--- src/flow_buf_macros.svh ---
`ifndef FLOW_BUF_MACROS_SVH
`define FLOW_BUF_MACROS_SVH

// Buffer pointer width, 16 buffers
`define FB_PTR_NBITS 4

// Every pointer value is one buffer
`define FB_LIST_DEPTH (1 << `FB_PTR_NBITS)

`define FB_PREFETCH_DEPTH 2   // Entries in the prefetch stage

// Free count at or below this raises low water
`define FB_LOW_WATER 3

`endif
--- src/flow_buf_pkg.sv ---
`include "flow_buf_macros.svh"

package flow_buf_pkg;

    typedef logic [`FB_PTR_NBITS-1:0] buf_ptr_t;   // One buffer pointer
    typedef logic [`FB_PTR_NBITS:0]   buf_cnt_t;   // 0 to FB_LIST_DEPTH

    // Pointer returned by the datapath
    typedef struct packed {
        logic     valid;                           // Single cycle strobe
        buf_ptr_t ptr;
    } rel_req_t;

    // Strobes from the free list to the usage counter
    typedef struct packed {
        logic alloc;                               // Pointer popped
        logic fill;                                // Pointer written, one cycle late
        logic flush;                               // FIFOs held clear
    } list_event_t;

    typedef enum logic [1:0] {
        INIT_IDLE,
        INIT_RESET,
        INIT_FILL,
        INIT_DONE
    } init_state_t;

endpackage

--- src/flow_buf_top.sv ---
`timescale 1ns/1ps

module flow_buf_top (
    input  logic                   clk,
    input  logic                   arst_n,
    input  logic                   freeb_init,      // Rebuild request
    input  flow_buf_pkg::rel_req_t rel_req,         // Returned pointer
    input  logic                   free_buf_rd,     // Pop
    output flow_buf_pkg::buf_ptr_t free_buf_ptr,
    output logic                   freeb_empty,
    output logic                   freeb_init_done,
    output flow_buf_pkg::buf_cnt_t free_count,
    output logic                   low_water
);

    flow_buf_pkg::list_event_t list_evt;          // Alloc, fill and flush strobes

    flow_free_list u_free_list (
        .clk             (clk),
        .arst_n          (arst_n),
        .freeb_init      (freeb_init),
        .rel_req         (rel_req),
        .free_buf_rd     (free_buf_rd),
        .free_buf_ptr    (free_buf_ptr),
        .freeb_empty     (freeb_empty),
        .freeb_init_done (freeb_init_done),
        .list_evt        (list_evt)
    );

    buf_usage_counter u_usage_counter (
        .clk        (clk),
        .arst_n     (arst_n),
        .list_evt   (list_evt),
        .free_count (free_count),
        .low_water  (low_water)
    );

endmodule

--- src/buf_usage_counter.sv ---
`timescale 1ns/1ps
`include "flow_buf_macros.svh"

module buf_usage_counter (
    input  logic                      clk,
    input  logic                      arst_n,
    input  flow_buf_pkg::list_event_t list_evt,
    output flow_buf_pkg::buf_cnt_t    free_count,
    output logic                      low_water
);

    flow_buf_pkg::buf_cnt_t cnt_nxt;

    // Fill and alloc in one cycle cancel
    always_comb begin
        if (list_evt.flush) begin
            cnt_nxt = '0;
        end else begin
            case ({list_evt.fill, list_evt.alloc})
                2'b10:   cnt_nxt = flow_buf_pkg::buf_cnt_t'(free_count + 1'b1);
                2'b01:   cnt_nxt = flow_buf_pkg::buf_cnt_t'(free_count - 1'b1);
                default: cnt_nxt = free_count;
            endcase
        end
    end

    always_ff @(posedge clk or negedge arst_n) begin
        if (!arst_n) begin
            free_count <= '0;
            low_water  <= 1'b0;                              // Low until first flush
        end else begin
            free_count <= cnt_nxt;
            low_water  <= (cnt_nxt <= flow_buf_pkg::buf_cnt_t'(`FB_LOW_WATER));
        end
    end

    a_cnt_max : assert property (@(posedge clk) disable iff (!arst_n)
        free_count <= flow_buf_pkg::buf_cnt_t'(`FB_LIST_DEPTH))
        else $error("buf_usage_counter count above list depth");

endmodule

--- src/flow_free_list.sv ---
`timescale 1ns/1ps

module flow_free_list (
    input  logic                     clk,
    input  logic                     arst_n,
    input  logic                     freeb_init,       // Level, honored when done
    input  flow_buf_pkg::rel_req_t   rel_req,
    input  logic                     free_buf_rd,      // Pop free_buf_ptr
    output flow_buf_pkg::buf_ptr_t   free_buf_ptr,
    output logic                     freeb_empty,
    output logic                     freeb_init_done,
    output flow_buf_pkg::list_event_t list_evt
);

    flow_buf_pkg::init_state_t st_q;
    flow_buf_pkg::init_state_t st_nxt;

    logic                   fifo_flush;       // Both FIFOs held clear
    logic                   init_wr;          // Init fill in progress
    logic                   rel_valid_q;
    flow_buf_pkg::buf_ptr_t rel_ptr_q;
    logic                   fill_q;
    logic                   ram_rd_d1;        // RAM read data lands next cycle

    flow_buf_pkg::buf_ptr_t ram_din;
    flow_buf_pkg::buf_ptr_t ram_dout;
    flow_buf_pkg::buf_ptr_t ram_wptr;
    logic                   ram_wr;
    logic                   ram_rd;
    logic                   ram_empty;
    logic                   ram_full;

    logic pf_wr;
    logic pf_empty;
    logic pf_full;
    logic pf_fullm1;
    logic pop_acc;

    // Next state
    always_comb begin
        st_nxt = st_q;
        case (st_q)
            flow_buf_pkg::INIT_IDLE:  st_nxt = flow_buf_pkg::INIT_RESET;
            flow_buf_pkg::INIT_RESET: st_nxt = flow_buf_pkg::INIT_FILL;
            flow_buf_pkg::INIT_FILL:  if (&ram_wptr) st_nxt = flow_buf_pkg::INIT_DONE;  // Last ptr
            flow_buf_pkg::INIT_DONE:  if (freeb_init) st_nxt = flow_buf_pkg::INIT_IDLE;
            default:                  st_nxt = flow_buf_pkg::INIT_IDLE;
        endcase
    end

    always_ff @(posedge clk or negedge arst_n) begin
        if (!arst_n) begin
            st_q            <= flow_buf_pkg::INIT_IDLE;
            fifo_flush      <= 1'b1;                 // FIFOs clear through reset
            init_wr         <= 1'b0;
            rel_valid_q     <= 1'b0;
            fill_q          <= 1'b0;
            ram_rd_d1       <= 1'b0;
            freeb_init_done <= 1'b0;
        end else begin
            st_q            <= st_nxt;
            fifo_flush      <= (st_nxt == flow_buf_pkg::INIT_RESET);
            init_wr         <= (st_nxt == flow_buf_pkg::INIT_FILL);
            rel_valid_q     <= rel_req.valid;
            fill_q          <= ram_wr;               // Count strobe trails the write
            ram_rd_d1       <= ram_rd;
            freeb_init_done <= (st_nxt == flow_buf_pkg::INIT_DONE);
        end
    end

    always_ff @(posedge clk) begin
        rel_ptr_q <= rel_req.ptr;
    end

    // Init writes its own slot index, otherwise the released pointer
    assign ram_din = init_wr ? ram_wptr : rel_ptr_q;
    assign ram_wr  = init_wr | rel_valid_q;

    // Move to prefetch only with room, counting a write already in flight
    assign pf_wr  = ram_rd_d1;
    assign ram_rd = ~init_wr & ~fifo_flush & ~ram_empty
                  & ~((pf_wr & pf_fullm1) | pf_full);

    assign pop_acc = freeb_init_done & free_buf_rd;

    assign list_evt = '{alloc: pop_acc, fill: fill_q, flush: fifo_flush};

    buf_ram_fifo u_ram_fifo (
        .clk    (clk),
        .arst_n (arst_n),
        .flush  (fifo_flush),
        .wr     (ram_wr),
        .rd     (ram_rd),
        .din    (ram_din),
        .dout   (ram_dout),
        .wptr   (ram_wptr),
        .empty  (ram_empty),
        .full   (ram_full)
    );

    buf_prefetch_fifo u_prefetch_fifo (
        .clk    (clk),
        .arst_n (arst_n),
        .flush  (fifo_flush),
        .wr     (pf_wr),
        .rd     (pop_acc),
        .din    (ram_dout),
        .dout   (free_buf_ptr),
        .empty  (pf_empty),
        .full   (pf_full),
        .fullm1 (pf_fullm1)
    );

    assign freeb_empty = pf_empty;

    a_no_pop_empty : assert property (@(posedge clk) disable iff (!arst_n)
        pop_acc |-> !pf_empty)
        else $error("flow_free_list pop accepted while empty");

    // A release while the list holds every pointer would overflow the RAM FIFO
    a_no_rel_full : assert property (@(posedge clk) disable iff (!arst_n)
        (rel_valid_q && !init_wr && !fifo_flush) |-> !ram_full)
        else $error("flow_free_list release with the list full");

endmodule

--- src/buf_prefetch_fifo.sv ---
`timescale 1ns/1ps
`include "flow_buf_macros.svh"

module buf_prefetch_fifo (
    input  logic                  clk,
    input  logic                  arst_n,
    input  logic                  flush,
    input  logic                  wr,
    input  logic                  rd,
    input  flow_buf_pkg::buf_ptr_t din,
    output flow_buf_pkg::buf_ptr_t dout,     // Head entry, combinational
    output logic                  empty,
    output logic                  full,
    output logic                  fullm1     // One slot left
);

    localparam int IDX_W = $clog2(`FB_PREFETCH_DEPTH);

    flow_buf_pkg::buf_ptr_t ent_q [`FB_PREFETCH_DEPTH];   // Payload flops
    logic [IDX_W-1:0] wr_idx_q;                          // Depth is a power of two
    logic [IDX_W-1:0] rd_idx_q;
    logic [IDX_W:0]   cnt_q;

    assign dout   = ent_q[rd_idx_q];
    assign empty  = (cnt_q == '0);
    assign full   = (cnt_q == (IDX_W+1)'(`FB_PREFETCH_DEPTH));
    assign fullm1 = (cnt_q == (IDX_W+1)'(`FB_PREFETCH_DEPTH - 1));

    always_ff @(posedge clk or negedge arst_n) begin
        if (!arst_n) begin
            wr_idx_q <= '0;
            rd_idx_q <= '0;
            cnt_q    <= '0;
        end else if (flush) begin
            wr_idx_q <= '0;
            rd_idx_q <= '0;
            cnt_q    <= '0;
        end else begin
            if (wr)
                wr_idx_q <= wr_idx_q + 1'b1;
            if (rd)
                rd_idx_q <= rd_idx_q + 1'b1;           // Pop shows next entry
            case ({wr, rd})
                2'b10:   cnt_q <= cnt_q + 1'b1;
                2'b01:   cnt_q <= cnt_q - 1'b1;
                default: cnt_q <= cnt_q;
            endcase
        end
    end

    always_ff @(posedge clk) begin
        if (wr && !flush)
            ent_q[wr_idx_q] <= din;
    end

    a_no_wr_full : assert property (@(posedge clk) disable iff (!arst_n || flush)
        wr |-> (!full || rd))
        else $error("buf_prefetch_fifo write while full");

endmodule

--- src/buf_ram_fifo.sv ---
`timescale 1ns/1ps
`include "flow_buf_macros.svh"

module buf_ram_fifo (
    input  logic                  clk,
    input  logic                  arst_n,
    input  logic                  flush,       // Synchronous clear of pointers
    input  logic                  wr,
    input  logic                  rd,
    input  flow_buf_pkg::buf_ptr_t din,
    output flow_buf_pkg::buf_ptr_t dout,       // Registered read data
    output flow_buf_pkg::buf_ptr_t wptr,       // Next write slot
    output logic                  empty,
    output logic                  full
);

    flow_buf_pkg::buf_ptr_t mem [`FB_LIST_DEPTH];   // Pointer storage, no reset
    flow_buf_pkg::buf_ptr_t wr_ptr_q;
    flow_buf_pkg::buf_ptr_t rd_ptr_q;
    flow_buf_pkg::buf_cnt_t cnt_q;                  // Entries held

    logic wr_ok;
    logic rd_ok;

    assign wr_ok = wr & ~flush;
    assign rd_ok = rd & ~flush;

    assign empty = (cnt_q == '0);
    assign full  = (cnt_q == flow_buf_pkg::buf_cnt_t'(`FB_LIST_DEPTH));
    assign wptr  = wr_ptr_q;

    always_ff @(posedge clk or negedge arst_n) begin
        if (!arst_n) begin
            wr_ptr_q <= '0;
            rd_ptr_q <= '0;
            cnt_q    <= '0;
        end else if (flush) begin
            wr_ptr_q <= '0;                                   // Restart at slot 0
            rd_ptr_q <= '0;
            cnt_q    <= '0;
        end else begin
            if (wr_ok)
                wr_ptr_q <= flow_buf_pkg::buf_ptr_t'(wr_ptr_q + 1'b1);  // Wraps at depth
            if (rd_ok)
                rd_ptr_q <= flow_buf_pkg::buf_ptr_t'(rd_ptr_q + 1'b1);
            case ({wr_ok, rd_ok})
                2'b10:   cnt_q <= flow_buf_pkg::buf_cnt_t'(cnt_q + 1'b1);
                2'b01:   cnt_q <= flow_buf_pkg::buf_cnt_t'(cnt_q - 1'b1);
                default: cnt_q <= cnt_q;                      // Both or neither
            endcase
        end
    end

    always_ff @(posedge clk) begin
        if (wr_ok)
            mem[wr_ptr_q] <= din;
        if (rd_ok)
            dout <= mem[rd_ptr_q];                            // Valid the cycle after rd
    end

    a_no_wr_full : assert property (@(posedge clk) disable iff (!arst_n)
        wr_ok |-> !full)
        else $error("buf_ram_fifo write while full");

    a_no_rd_empty : assert property (@(posedge clk) disable iff (!arst_n)
        rd_ok |-> !empty)
        else $error("buf_ram_fifo read while empty");

endmodule

--- config.mk ---
export PLATFORM = sky130hd
export DESIGN_NAME = flow_buf_top
export DESIGN_NICKNAME = d
export VERILOG_FILES = /design/src/flow_buf_pkg.sv /design/src/flow_buf_top.sv /design/src/buf_usage_counter.sv /design/src/flow_free_list.sv /design/src/buf_prefetch_fifo.sv /design/src/buf_ram_fifo.sv
export VERILOG_INCLUDE_DIRS = /design/src
export SDC_FILE = /design/constraint.sdc
export NUM_CORES = 1
export LEC_CHECK = 0
export ABC_AREA = 1
export BUFFER_PORTS_ARGS = -buffer_cell sky130_fd_sc_hd__buf_2
export CORE_UTILIZATION = 36
export DETAILED_ROUTE_END_ITERATION = 16
export PLACE_DENSITY_LB_ADDON = 0.2
export SETUP_SLACK_MARGIN = 0.02
export SYNTH_ARGS = -nofsm -noshare
export SYNTH_HDL_FRONTEND = slang
export SYNTH_HIERARCHICAL = 1
export SYNTH_SLANG_ARGS = --single-unit
--- constraint.sdc ---
create_clock -name clk -period 2.78 [get_ports clk]
set_input_delay 0.556 -clock clk [delete_from_list [all_inputs] [get_ports clk]]
set_output_delay 0.556 -clock clk [all_outputs]
set_load 0.1 [all_outputs]
==> flow_summary.json, run 1 <==
{
  "dp_hpwl_um": 6970,
  "comb_power_share_pct": 41.9,
  "startpoint_type": "flip-flop",
  "grt_pass1_vias": 3239,
  "drt-initial-drc-count": 152,
  "vias_per_cell": 4.85,
  "numClockSinks": 111,
  "post_cts_buffers": 0,
  "endpoint_kind": "flip-flop",
  "slew_violations": 0,
  "drc": 0,
  "track_usage_pct": 14.9,
  "syn_nets": 514,
  "pwr-share-clk_pct": 19.1,
  "swShare_pct": 44.3,
  "cts_buffers": 9,
  "ir_drop_v": 0.000417,
  "die_w_um": 121,
  "avgSynthCellArea_um2": 10.4,
  "setup_tns_ns": 0,
  "portBuffers": 20,
  "cts_tree": "built",
  "die_area_um2": 14600,
  "synth_area_um2": 5100,
  "fin_crit_sh_pct": 76.5,
  "clock_latency_ns": 0.35,
  "detailroute.via_count": 3367,
  "cts-root-buf": "clkbuf_16",
  "clk_pin_slew_ns": 0.07,
  "yosys_warnings": 6,
  "finalSetupViolCount": 0,
  "grt_pass1_wl_um": 16400,
  "period_needed_ns": 2.13,
  "p_seq_share_pct": 39.1,
  "final_nets": 531,
  "p_switching_uw": 3000,
  "routedWlPerCell_um": 14.6,
  "clockBufferDepth": 2,
  "syn_to_final_growth_pct": 10.4,
  "required_ns": 3.02,
  "ios": 21,
  "die-height_um": 121,
  "finClkSkew_ns": 0.00809,
  "cts_resized": 0,
  "diodes": 0,
  "nFillCells": 1346,
  "drtAntennaViolNets": 0,
  "fin_total_pwr_uw": 6770,
  "maxSlewHeadroom_pct": 51.6,
  "htreeDepth": 3,
  "overflow": 0,
  "hold_violations": 0,
  "power_density_nw_per_um2": 1200,
  "start_util_pct": 36.9,
  "path_class": "flip-flop to flip-flop",
  "p_leak_uw": 0.00228,
  "grt_setup_unrepaired": "false",
  "drive_above_1_share_pct": 15.2,
  "arrival_ns": 2.37,
  "rows": 43,
  "syn_inst": 492,
  "outcome": "completed",
  "critPathMaxFanout": 9,
  "clock.fmax_ghz": 0.470,
  "worst_pin_slew_ns": 0.726,
  "grt_antenna_before_repair": 0,
  "gp_congestion": 0.816,
  "drt-total-wl_um": 10200,
  "internal_power_uw": 3770,
  "drv_cap": 0,
  "core_area_um2": 13800,
  "min_path_type": "input port to asynchronous set/reset pin",
  "first_pass_iters": 4,
  "hold_buffers": 0,
  "grt_max_degree": 33
}
power by group through the flow:
| stage | Sequential, uW | Clock (uW) | Combinational (uW) |
|---|---|---|---|
| 3_3_place_gp | 2670 | 0 | 2840 |
| 6_report | 2640 | 1290 | 2840 |
| 4_1_cts | 2650 | 1320 | 2870 |
| 5_1_grt | 2700 | 1390 | 3170 |
| 2_1_floorplan | 2870 | 0 | 2050 |
| 3_5_place_dp | 2690 | 0 | 2860 |
stage by stage:
stage | hold WS, ns | area [um2] | utilization [%] | setup WS [ns] | std cells
6_report | 0.265 | 5630 | 40.7 | 0.654 | 694
3_3_place_gp | 0.431 | 5330 | 38.5 | 0.615 | 678
5_1_grt | 0.295 | 5630 | 40.7 | 0.420 | 694
4_1_cts | 0.281 | 5630 | 40.7 | 0.634 | 694
2_1_floorplan | 0.260 | 5100 | - | 0.272 | 492
3_5_place_dp | 0.444 | 5330 | 38.5 | 0.606 | 678
layout by cell type (no fill, tap or decap), drive strengths merged:
master and instances:
nor2 87, nand2 83, edfxtp 76, o21ai 54
inv 52, dfrtp 30, buf 25, nand3 23
o211ai 16, ha 13, a21oi 11, clkbuf 10
nand4 6, dfxtp 4, mux2 4, clkinv 4
nand3b 2, nor3 2, a22o 2, o21bai 2
xor2 2, bufinv 1, and2 1, or2 1
dfstp 1, o22ai 1, xnor2 1
registers in the layout, summed over array words and instances, names as in the netlist, 2 cells and up:
register / flops
u_free_list/rel_ptr_q: 4
u_free_list/u_prefetch_fifo/ent_q: 8
u_free_list/u_ram_fifo/mem: 64
u_free_list/st_q: 2
u_free_list/u_ram_fifo/wptr: 4
u_usage_counter/free_count: 5
u_free_list/u_ram_fifo/cnt_q: 5
u_free_list/u_prefetch_fifo/cnt_q: 2
u_free_list/u_ram_fifo/rd_ptr_q: 4
u_free_list/u_ram_fifo/dout: 4
final timing paths:
| path | startpoint | to | cells past startpoint | slack, ns |
|---|---|---|---|---|
| worst min-delay path | arst_n | u_free_list/u_ram_fifo/rd_ptr_q[3]$_DFFE_PN0P_ | 1 | 0.27 |
| min in group clk | rel_req[2] | u_free_list/rel_ptr_q[2]$_DFF_P_ | 1 | 0.30 |
| worst min register to register | u_free_list/u_ram_fifo/dout[1]$_DFFE_PP_ | u_free_list/u_prefetch_fifo/ent_q[1][1]$_DFFE_PP_ | 0 | 0.46 |
| worst max register to register | u_free_list/u_prefetch_fifo/cnt_q[1]$_DFFE_PN0P_ | u_free_list/u_ram_fifo/cnt_q[4]$_DFFE_PN0P_ | 16 | 0.65 |
| max in group asynchronous | arst_n | u_free_list/u_ram_fifo/rd_ptr_q[1]$_DFFE_PN0P_ | 1 | 2.05 |
| worst max-delay path | u_free_list/u_prefetch_fifo/cnt_q[1]$_DFFE_PN0P_ | u_free_list/u_ram_fifo/cnt_q[4]$_DFFE_PN0P_ | 16 | 0.65 |
area by class of cell:
type	count	area (um2)	area share, %
flip-flops and latches	111	3140	55.8
well taps	180	225	4.00
repair buffers	25	138	2.45
inverters	51	194	3.45
clock inverters	6	68.8	1.22
clock buffers	10	229	4.07
multi-input cells	311	1630	29.0
worst max-delay path: stages, from the launching register on:
cell      delay, ns
dfrtp_1        0.37
inv_1          0.07
ha_1           0.18
nand2_1        0.06
nand2_1        0.05
nor3_1         0.13
buf_4          0.21
nand4_2        0.18
nand2_1        0.13
inv_2          0.04
ha_1           0.16
inv_1          0.06
nand2_2        0.07
nand3_2        0.09
nand3b_1       0.08
nand3_1        0.08
nand2_1        0.05
routing by layer:
metal  part of all wire [%]  global-route usage [%]  up-vias  wire length (um)
met5                      0                       0        -                 0
met4                    1.9                    6.71        0               189
met3                    3.6                    2.21       10               364
met2                     48                    23.9       51              4880
met1                     47                    19.9     1608              4730
li1                       -                       -     1698                 -
Power figures use the tool's default switching activity.
==> run 2, diff against run 1 <==
==> constraint.sdc (replaced) <==
create_clock -name clk -period 1.8 [get_ports clk]
set_input_delay 0.36 -clock clk [delete_from_list [all_inputs] [get_ports clk]]
set_output_delay 0.36 -clock clk [all_outputs]
set_load 0.1 [all_outputs]
==> flow_summary.json, run 2 (same netlist as run 1, synthesis figures left out) <==
{
  "final_cell_mix": "edfxtp_1, nor2_1, buf_4",
  "p_leak_uw": 0.00259,
  "startpoint_type": "flip-flop",
  "die_w_um": 121,
  "crit_buf_inv": 3,
  "register_area_um2": 3140,
  "drive_above_1_share_pct": 33.0,
  "htreeDepth": 3,
  "final_nets": 589,
  "finish.utilization_pct": 46.2,
  "crit_path_frequent_cell": "nand2_1",
  "drt-total-wl_um": 11000,
  "core_area_um2": 13800,
  "fin_ws_ns": -0.154,
  "drtAntennaViolNets": 0,
  "clockBufferDepth": 2,
  "numClockSinks": 111,
  "critPathMaxFanout": 5,
  "crit_path_max_incr_delay_ns": 0.40,
  "grt_pass1_wl_um": 17900,
  "outcome": "complete, but fails checks",
  "start_util_pct": 36.9,
  "nFillCells": 1278,
  "arrival_ns": 2.20,
  "clock_latency_ns": 0.35,
  "die_area_um2": 14600,
  "gp_congestion": 0.904,
  "final_area_um2": 6380,
  "fin_crit_sh_pct": 109,
  "multi_input_area_um2": 1890,
  "drv_cap": 0,
  "track_usage_pct": 16.0,
  "power_density_nw_per_um2": 1870,
  "hold-worst-slack_ns": 0.0718,
  "first_pass_iters": 4,
  "path_class": "flip-flop to flip-flop",
  "largest_register_ffs": 64,
  "cts_tree": "built",
  "hold_buffers": 0,
  "vias_per_cell": 4.84,
  "portBuffers": 20,
  "die-height_um": 121,
  "drc": 0,
  "required_ns": 2.04,
  "drt-initial-drc-count": 159,
  "detailroute.via_count": 3641,
  "violations": "negative setup slack",
  "clock.fmax_ghz": 0.512,
  "diodes": 0,
  "period_needed_ns": 1.95,
  "maxSlewHeadroom_pct": 50.4,
  "critical_path.slowest_cell": "dfrtp_1",
  "layout_commonest_cell": "edfxtp_1",
  "clk_pin_slew_ns": 0.07,
  "finalSetupViolCount": 6,
  "path_cells": "nor2_2 -> nand3_2 -> nor2_2 -> nor2_1 -> nand2_1 -> nor3_2 -> buf_6 -> nand2_4 -> nor2_4 -> ha_4 -> inv_2 -> o21bai_1 -> inv_2 -> nand2_2 -> nand2_1 -> nand3_1 -> nand2_1",
  "reg.largest.list": "u_free_list/u_ram_fifo/mem: 64 flops, u_free_list/u_prefetch_fifo/ent_q: 8 flops",
  "routedWlPerCell_um": 14.7,
  "min_path_type": "input port to asynchronous set/reset pin",
  "finClkSkew_ns": 0.00735,
  "endpoint_kind": "flip-flop",
  "cts-root-buf": "clkbuf_16",
  "grt_antenna_before_repair": 0,
  "worst_pin_slew_ns": 0.744,
  "grt_max_degree": 36,
  "overflow": 0,
  "regMostFlops": "u_free_list/u_ram_fifo/mem",
  "slew_violations": 0,
  "crit_family": "simple AND/OR/NAND/NOR gates",
  "cts_buffers": 9,
  "dp_hpwl_um": 7390,
  "ios": 21,
  "hold_violations": 0,
  "syn_to_final_growth_pct": 25.2,
  "ir_drop_v": 0.000784,
  "dp_slack_ns": -0.193,
  "rows": 43,
  "dpl_cell_area_um2": 5820,
  "grt_pass1_vias": 3600,
  "grt_setup_unrepaired": "true"
}
## run 2: path summary, 6_finish.rpt
path	startpoint	to	slack, ns	cells past startpoint
worst max-delay path	u_free_list/u_ram_fifo/cnt_q[3]$_DFFE_PN0P_	u_free_list/u_ram_fifo/cnt_q[4]$_DFFE_PN0P_	-0.15	17
worst min-delay path	arst_n	u_free_list/rel_valid_q$_DFF_PN0_	0.07	1
worst max register to register	u_free_list/u_ram_fifo/cnt_q[3]$_DFFE_PN0P_	u_free_list/u_ram_fifo/cnt_q[4]$_DFFE_PN0P_	-0.15	17
worst min register to register	u_free_list/u_ram_fifo/dout[1]$_DFFE_PP_	u_free_list/u_prefetch_fifo/ent_q[0][1]$_DFFE_PP_	0.46	0
max in group asynchronous	arst_n	u_free_list/freeb_init_done$_DFF_PN0_	1.19	1
min in group clk	rel_req[0]	u_free_list/rel_ptr_q[0]$_DFF_P_	0.11	1
## run 2: where the power goes
| part | internal [uW] | total [uW] | switching (uW) |
|---|---|---|---|
| sequential | 3550 | 3980 | 425 |
| clock | 1070 | 1950 | 879 |
| combinational | 2140 | 6020 | 3880 |
## run 2: timing repair
item | in CTS | in global routing
resized for setup | 18 | 41
setup endpoints to repair | 13 | 67
setup buffers | 4 | 8
pin swaps | 18 | 20
## run 2: worst reg2reg max path, stage by stage, from the launching register on
cell and delay [ns]:
dfrtp_1 0.40, nor2_2 0.12, nand3_2 0.09, nor2_2 0.10, nor2_1 0.05, nand2_1 0.07, nor3_2 0.04, buf_6 0.14
nand2_4 0.07, nor2_4 0.04, ha_4 0.27, inv_2 0.03, o21bai_1 0.15, inv_2 0.06, nand2_2 0.06, nand2_1 0.04
nand3_1 0.07, nand2_1 0.06
## run 2: metrics by stage
stage	power [uW]	TNS, ns	cells
after detailed placement	9400	-0.338	727
after CTS	11600	-0.211	746
after floorplan	7780	-0.973	492
after global placement	9320	-0.265	727
final	12000	-0.325	752
after global routing	12700	-1.16	752
## run 2: final cells by class
class	count	share of cell area, %
Clock inverter	6	0.980
Clock buffer	10	3.59
Timing Repair Buffer	83	9.80
Sequential cell	111	49.3
Inverter	51	3.29
Tap cell	180	3.53
Multi-Input combinational cell	311	29.6
## run 2: metal layers
layer,up-vias,wire [um],track usage (%)
li1,1803,-,-
met1,1770,5110,21.3
met2,51,5360,25.7
met3,17,292,2.30
met4,0,253,7.18
met5,-,0,0
==> run 3, diff against run 2 <==
--- a/config.mk
+++ b/config.mk
@@ -10,7 +10,6 @@
 export BUFFER_PORTS_ARGS = -buffer_cell sky130_fd_sc_hd__buf_2
 export CORE_UTILIZATION = 36
 export DETAILED_ROUTE_END_ITERATION = 16
-export PLACE_DENSITY_LB_ADDON = 0.2
 export SETUP_SLACK_MARGIN = 0.02
 export SYNTH_ARGS = -nofsm -noshare
 export SYNTH_HDL_FRONTEND = slang
==> constraint.sdc (replaced) <==
create_clock -name clk -period 2.35 [get_ports clk]
set_input_delay 0.47 -clock clk [delete_from_list [all_inputs] [get_ports clk]]
set_output_delay 0.47 -clock clk [all_outputs]
set_load 0.1 [all_outputs]
==> flow_summary.json, run 3 (same netlist as run 1, synthesis figures left out) <==
{
  "arrival_ns": 2.38,
  "drc": 0,
  "power_density_nw_per_um2": 1430,
  "cts_tree": "built",
  "finClkSkew_ns": 0.00654,
  "endpoint_kind": "flip-flop",
  "startpoint_type": "flip-flop",
  "overflow": 0,
  "start_util_pct": 36.9,
  "clock_latency_ns": 0.34,
  "cts_resized": 0,
  "crit_start": "u_free_list/u_ram_fifo/cnt_q[2]$_DFFE_PN0P_",
  "syn_to_final_growth_pct": 11.1,
  "slew_violations": 0,
  "die_w_um": 121,
  "ir_drop_v": 0.000597,
  "hold_violations": 0,
  "worst_pin_slew_ns": 0.710,
  "required_ns": 2.59,
  "drtAntennaViolNets": 0,
  "drive_above_1_share_pct": 16.2,
  "largest_register_ffs": 64,
  "reg.largest.list": "u_free_list/u_ram_fifo/mem: 64 flops, u_free_list/u_prefetch_fifo/ent_q: 8 flops",
  "hold_buffers": 0,
  "rows": 43,
  "clockBufferDepth": 2,
  "outcome": "completed",
  "dp_hpwl_um": 6920,
  "drt-total-wl_um": 10100,
  "clk_pin_slew_ns": 0.07,
  "final_nets": 536,
  "htreeDepth": 3,
  "finalSetupViolCount": 0,
  "path_class": "flip-flop to flip-flop",
  "critPathMaxFanout": 6,
  "drv_cap": 0,
  "numClockSinks": 111,
  "setup_tns_ns": 0,
  "first_pass_iters": 4,
  "drt-initial-drc-count": 189,
  "routedWlPerCell_um": 14.5,
  "fin_total_pwr_uw": 8110,
  "grt_pass1_vias": 3370,
  "gp_congestion": 0.914,
  "p_leak_uw": 0.00230,
  "die_area_um2": 14600,
  "final_cell_mix": "nor2_1, nand2_1, edfxtp_1",
  "detailroute.via_count": 3399,
  "grt_max_degree": 33,
  "die-height_um": 121,
  "clock.fmax_ghz": 0.466,
  "core_area_um2": 13800,
  "track_usage_pct": 14.9,
  "nFillCells": 1301,
  "period_needed_ns": 2.15,
  "portBuffers": 20,
  "cts-root-buf": "clkbuf_16",
  "r2r_start": "u_free_list/u_ram_fifo/cnt_q[2]$_DFFE_PN0P_",
  "fin_crit_sh_pct": 91.4,
  "regMostFlops": "u_free_list/u_ram_fifo/mem",
  "ios": 21,
  "min_path_type": "input port to asynchronous set/reset pin",
  "diodes": 0,
  "layout_commonest_cell": "nor2_1",
  "hold-worst-slack_ns": 0.173,
  "grt_antenna_before_repair": 0,
  "vias_per_cell": 4.86,
  "post_cts_buffers": 0,
  "grt_setup_unrepaired": "false",
  "maxSlewHeadroom_pct": 52.7,
  "grt_pass1_wl_um": 16700,
  "cts_buffers": 9
}
run 3: cell count changes in the layout (fill, tap and decap cells not counted), moves of 5 or more:
cell / previous run / this run
inv_4: 6 / 1
buf_2: 15 / 20
ha_1: 8 / 13
nand3_1: 13 / 21
nand2_1: 61 / 76
inv_1: 27 / 38
nand3_2: 8 / 1
inv_2: 16 / 11
nand2_4: 6 / 0
nand2_2: 16 / 7
buf_4: 62 / 10
nor2_1: 74 / 81
run 3: worst paths after layout:
path	slack (ns)	to	cells after the start
worst min-delay path	0.17	u_free_list/u_ram_fifo/cnt_q[3]$_DFFE_PN0P_	1
max in group asynchronous	1.68	u_free_list/freeb_init_done$_DFF_PN0_	1
worst max register to register	0.20	u_free_list/u_ram_fifo/cnt_q[4]$_DFFE_PN0P_	16
min in group clk	0.23	u_free_list/rel_ptr_q[1]$_DFF_P_	1
worst max-delay path	0.20	u_free_list/u_ram_fifo/cnt_q[4]$_DFFE_PN0P_	16
worst min register to register	0.45	u_free_list/u_prefetch_fifo/ent_q[0][1]$_DFFE_PP_	0
run 3: routing by layer:
metal / global-route usage [%] / part of all wire, % / vias to the layer above
met5: 0 / 0 / -
met4: 5.63 / 1.3 / 0
met2: 24.9 / 49 / 73
li1: - / - / 1702
met3: 2.58 / 4.0 / 8
met1: 19.3 / 45 / 1616
run 3: report_power, final:
| group | switching, uW | internal, uW |
|---|---|---|
| clock network | 680 | 835 |
| registers | 355 | 2720 |
| logic | 2540 | 972 |
run 3: cell type report:
class / count / area [um2] / share of cell area [%]
clock buffers: 10 / 229 / 4.04
clock inverters: 6 / 68.8 / 1.21
inverters: 51 / 194 / 3.42
multi-input cells: 311 / 1630 / 28.8
flip-flops and latches: 111 / 3140 / 55.4
well taps: 180 / 225 / 3.97
repair buffers: 30 / 175 / 3.09
run 3: critical path: stages (launching register included):
cell and delay [ns]:
dfrtp_1 0.38, inv_1 0.09, nand3_1 0.09, nor2_1 0.04
nor2_1 0.08, nand2_1 0.05, nor3_1 0.13, buf_4 0.19
nand2_2 0.07, nor2_1 0.17, ha_1 0.30, inv_1 0.09
o21bai_1 0.09, inv_2 0.06, nand3b_1 0.07, nand3_1 0.08
nand2_1 0.05
run 3: through the flow:
stage,instance area [um2],setup WS (ns),utilization (%),instances
4_1_cts,5640,0.183,40.8,695
2_1_floorplan,5100,0.113,-,492
5_1_grt,5670,0.0313,41.0,699
6_report,5670,0.202,41.0,699
3_5_place_dp,5340,0.188,38.6,679
3_3_place_gp,5340,0.263,38.6,679
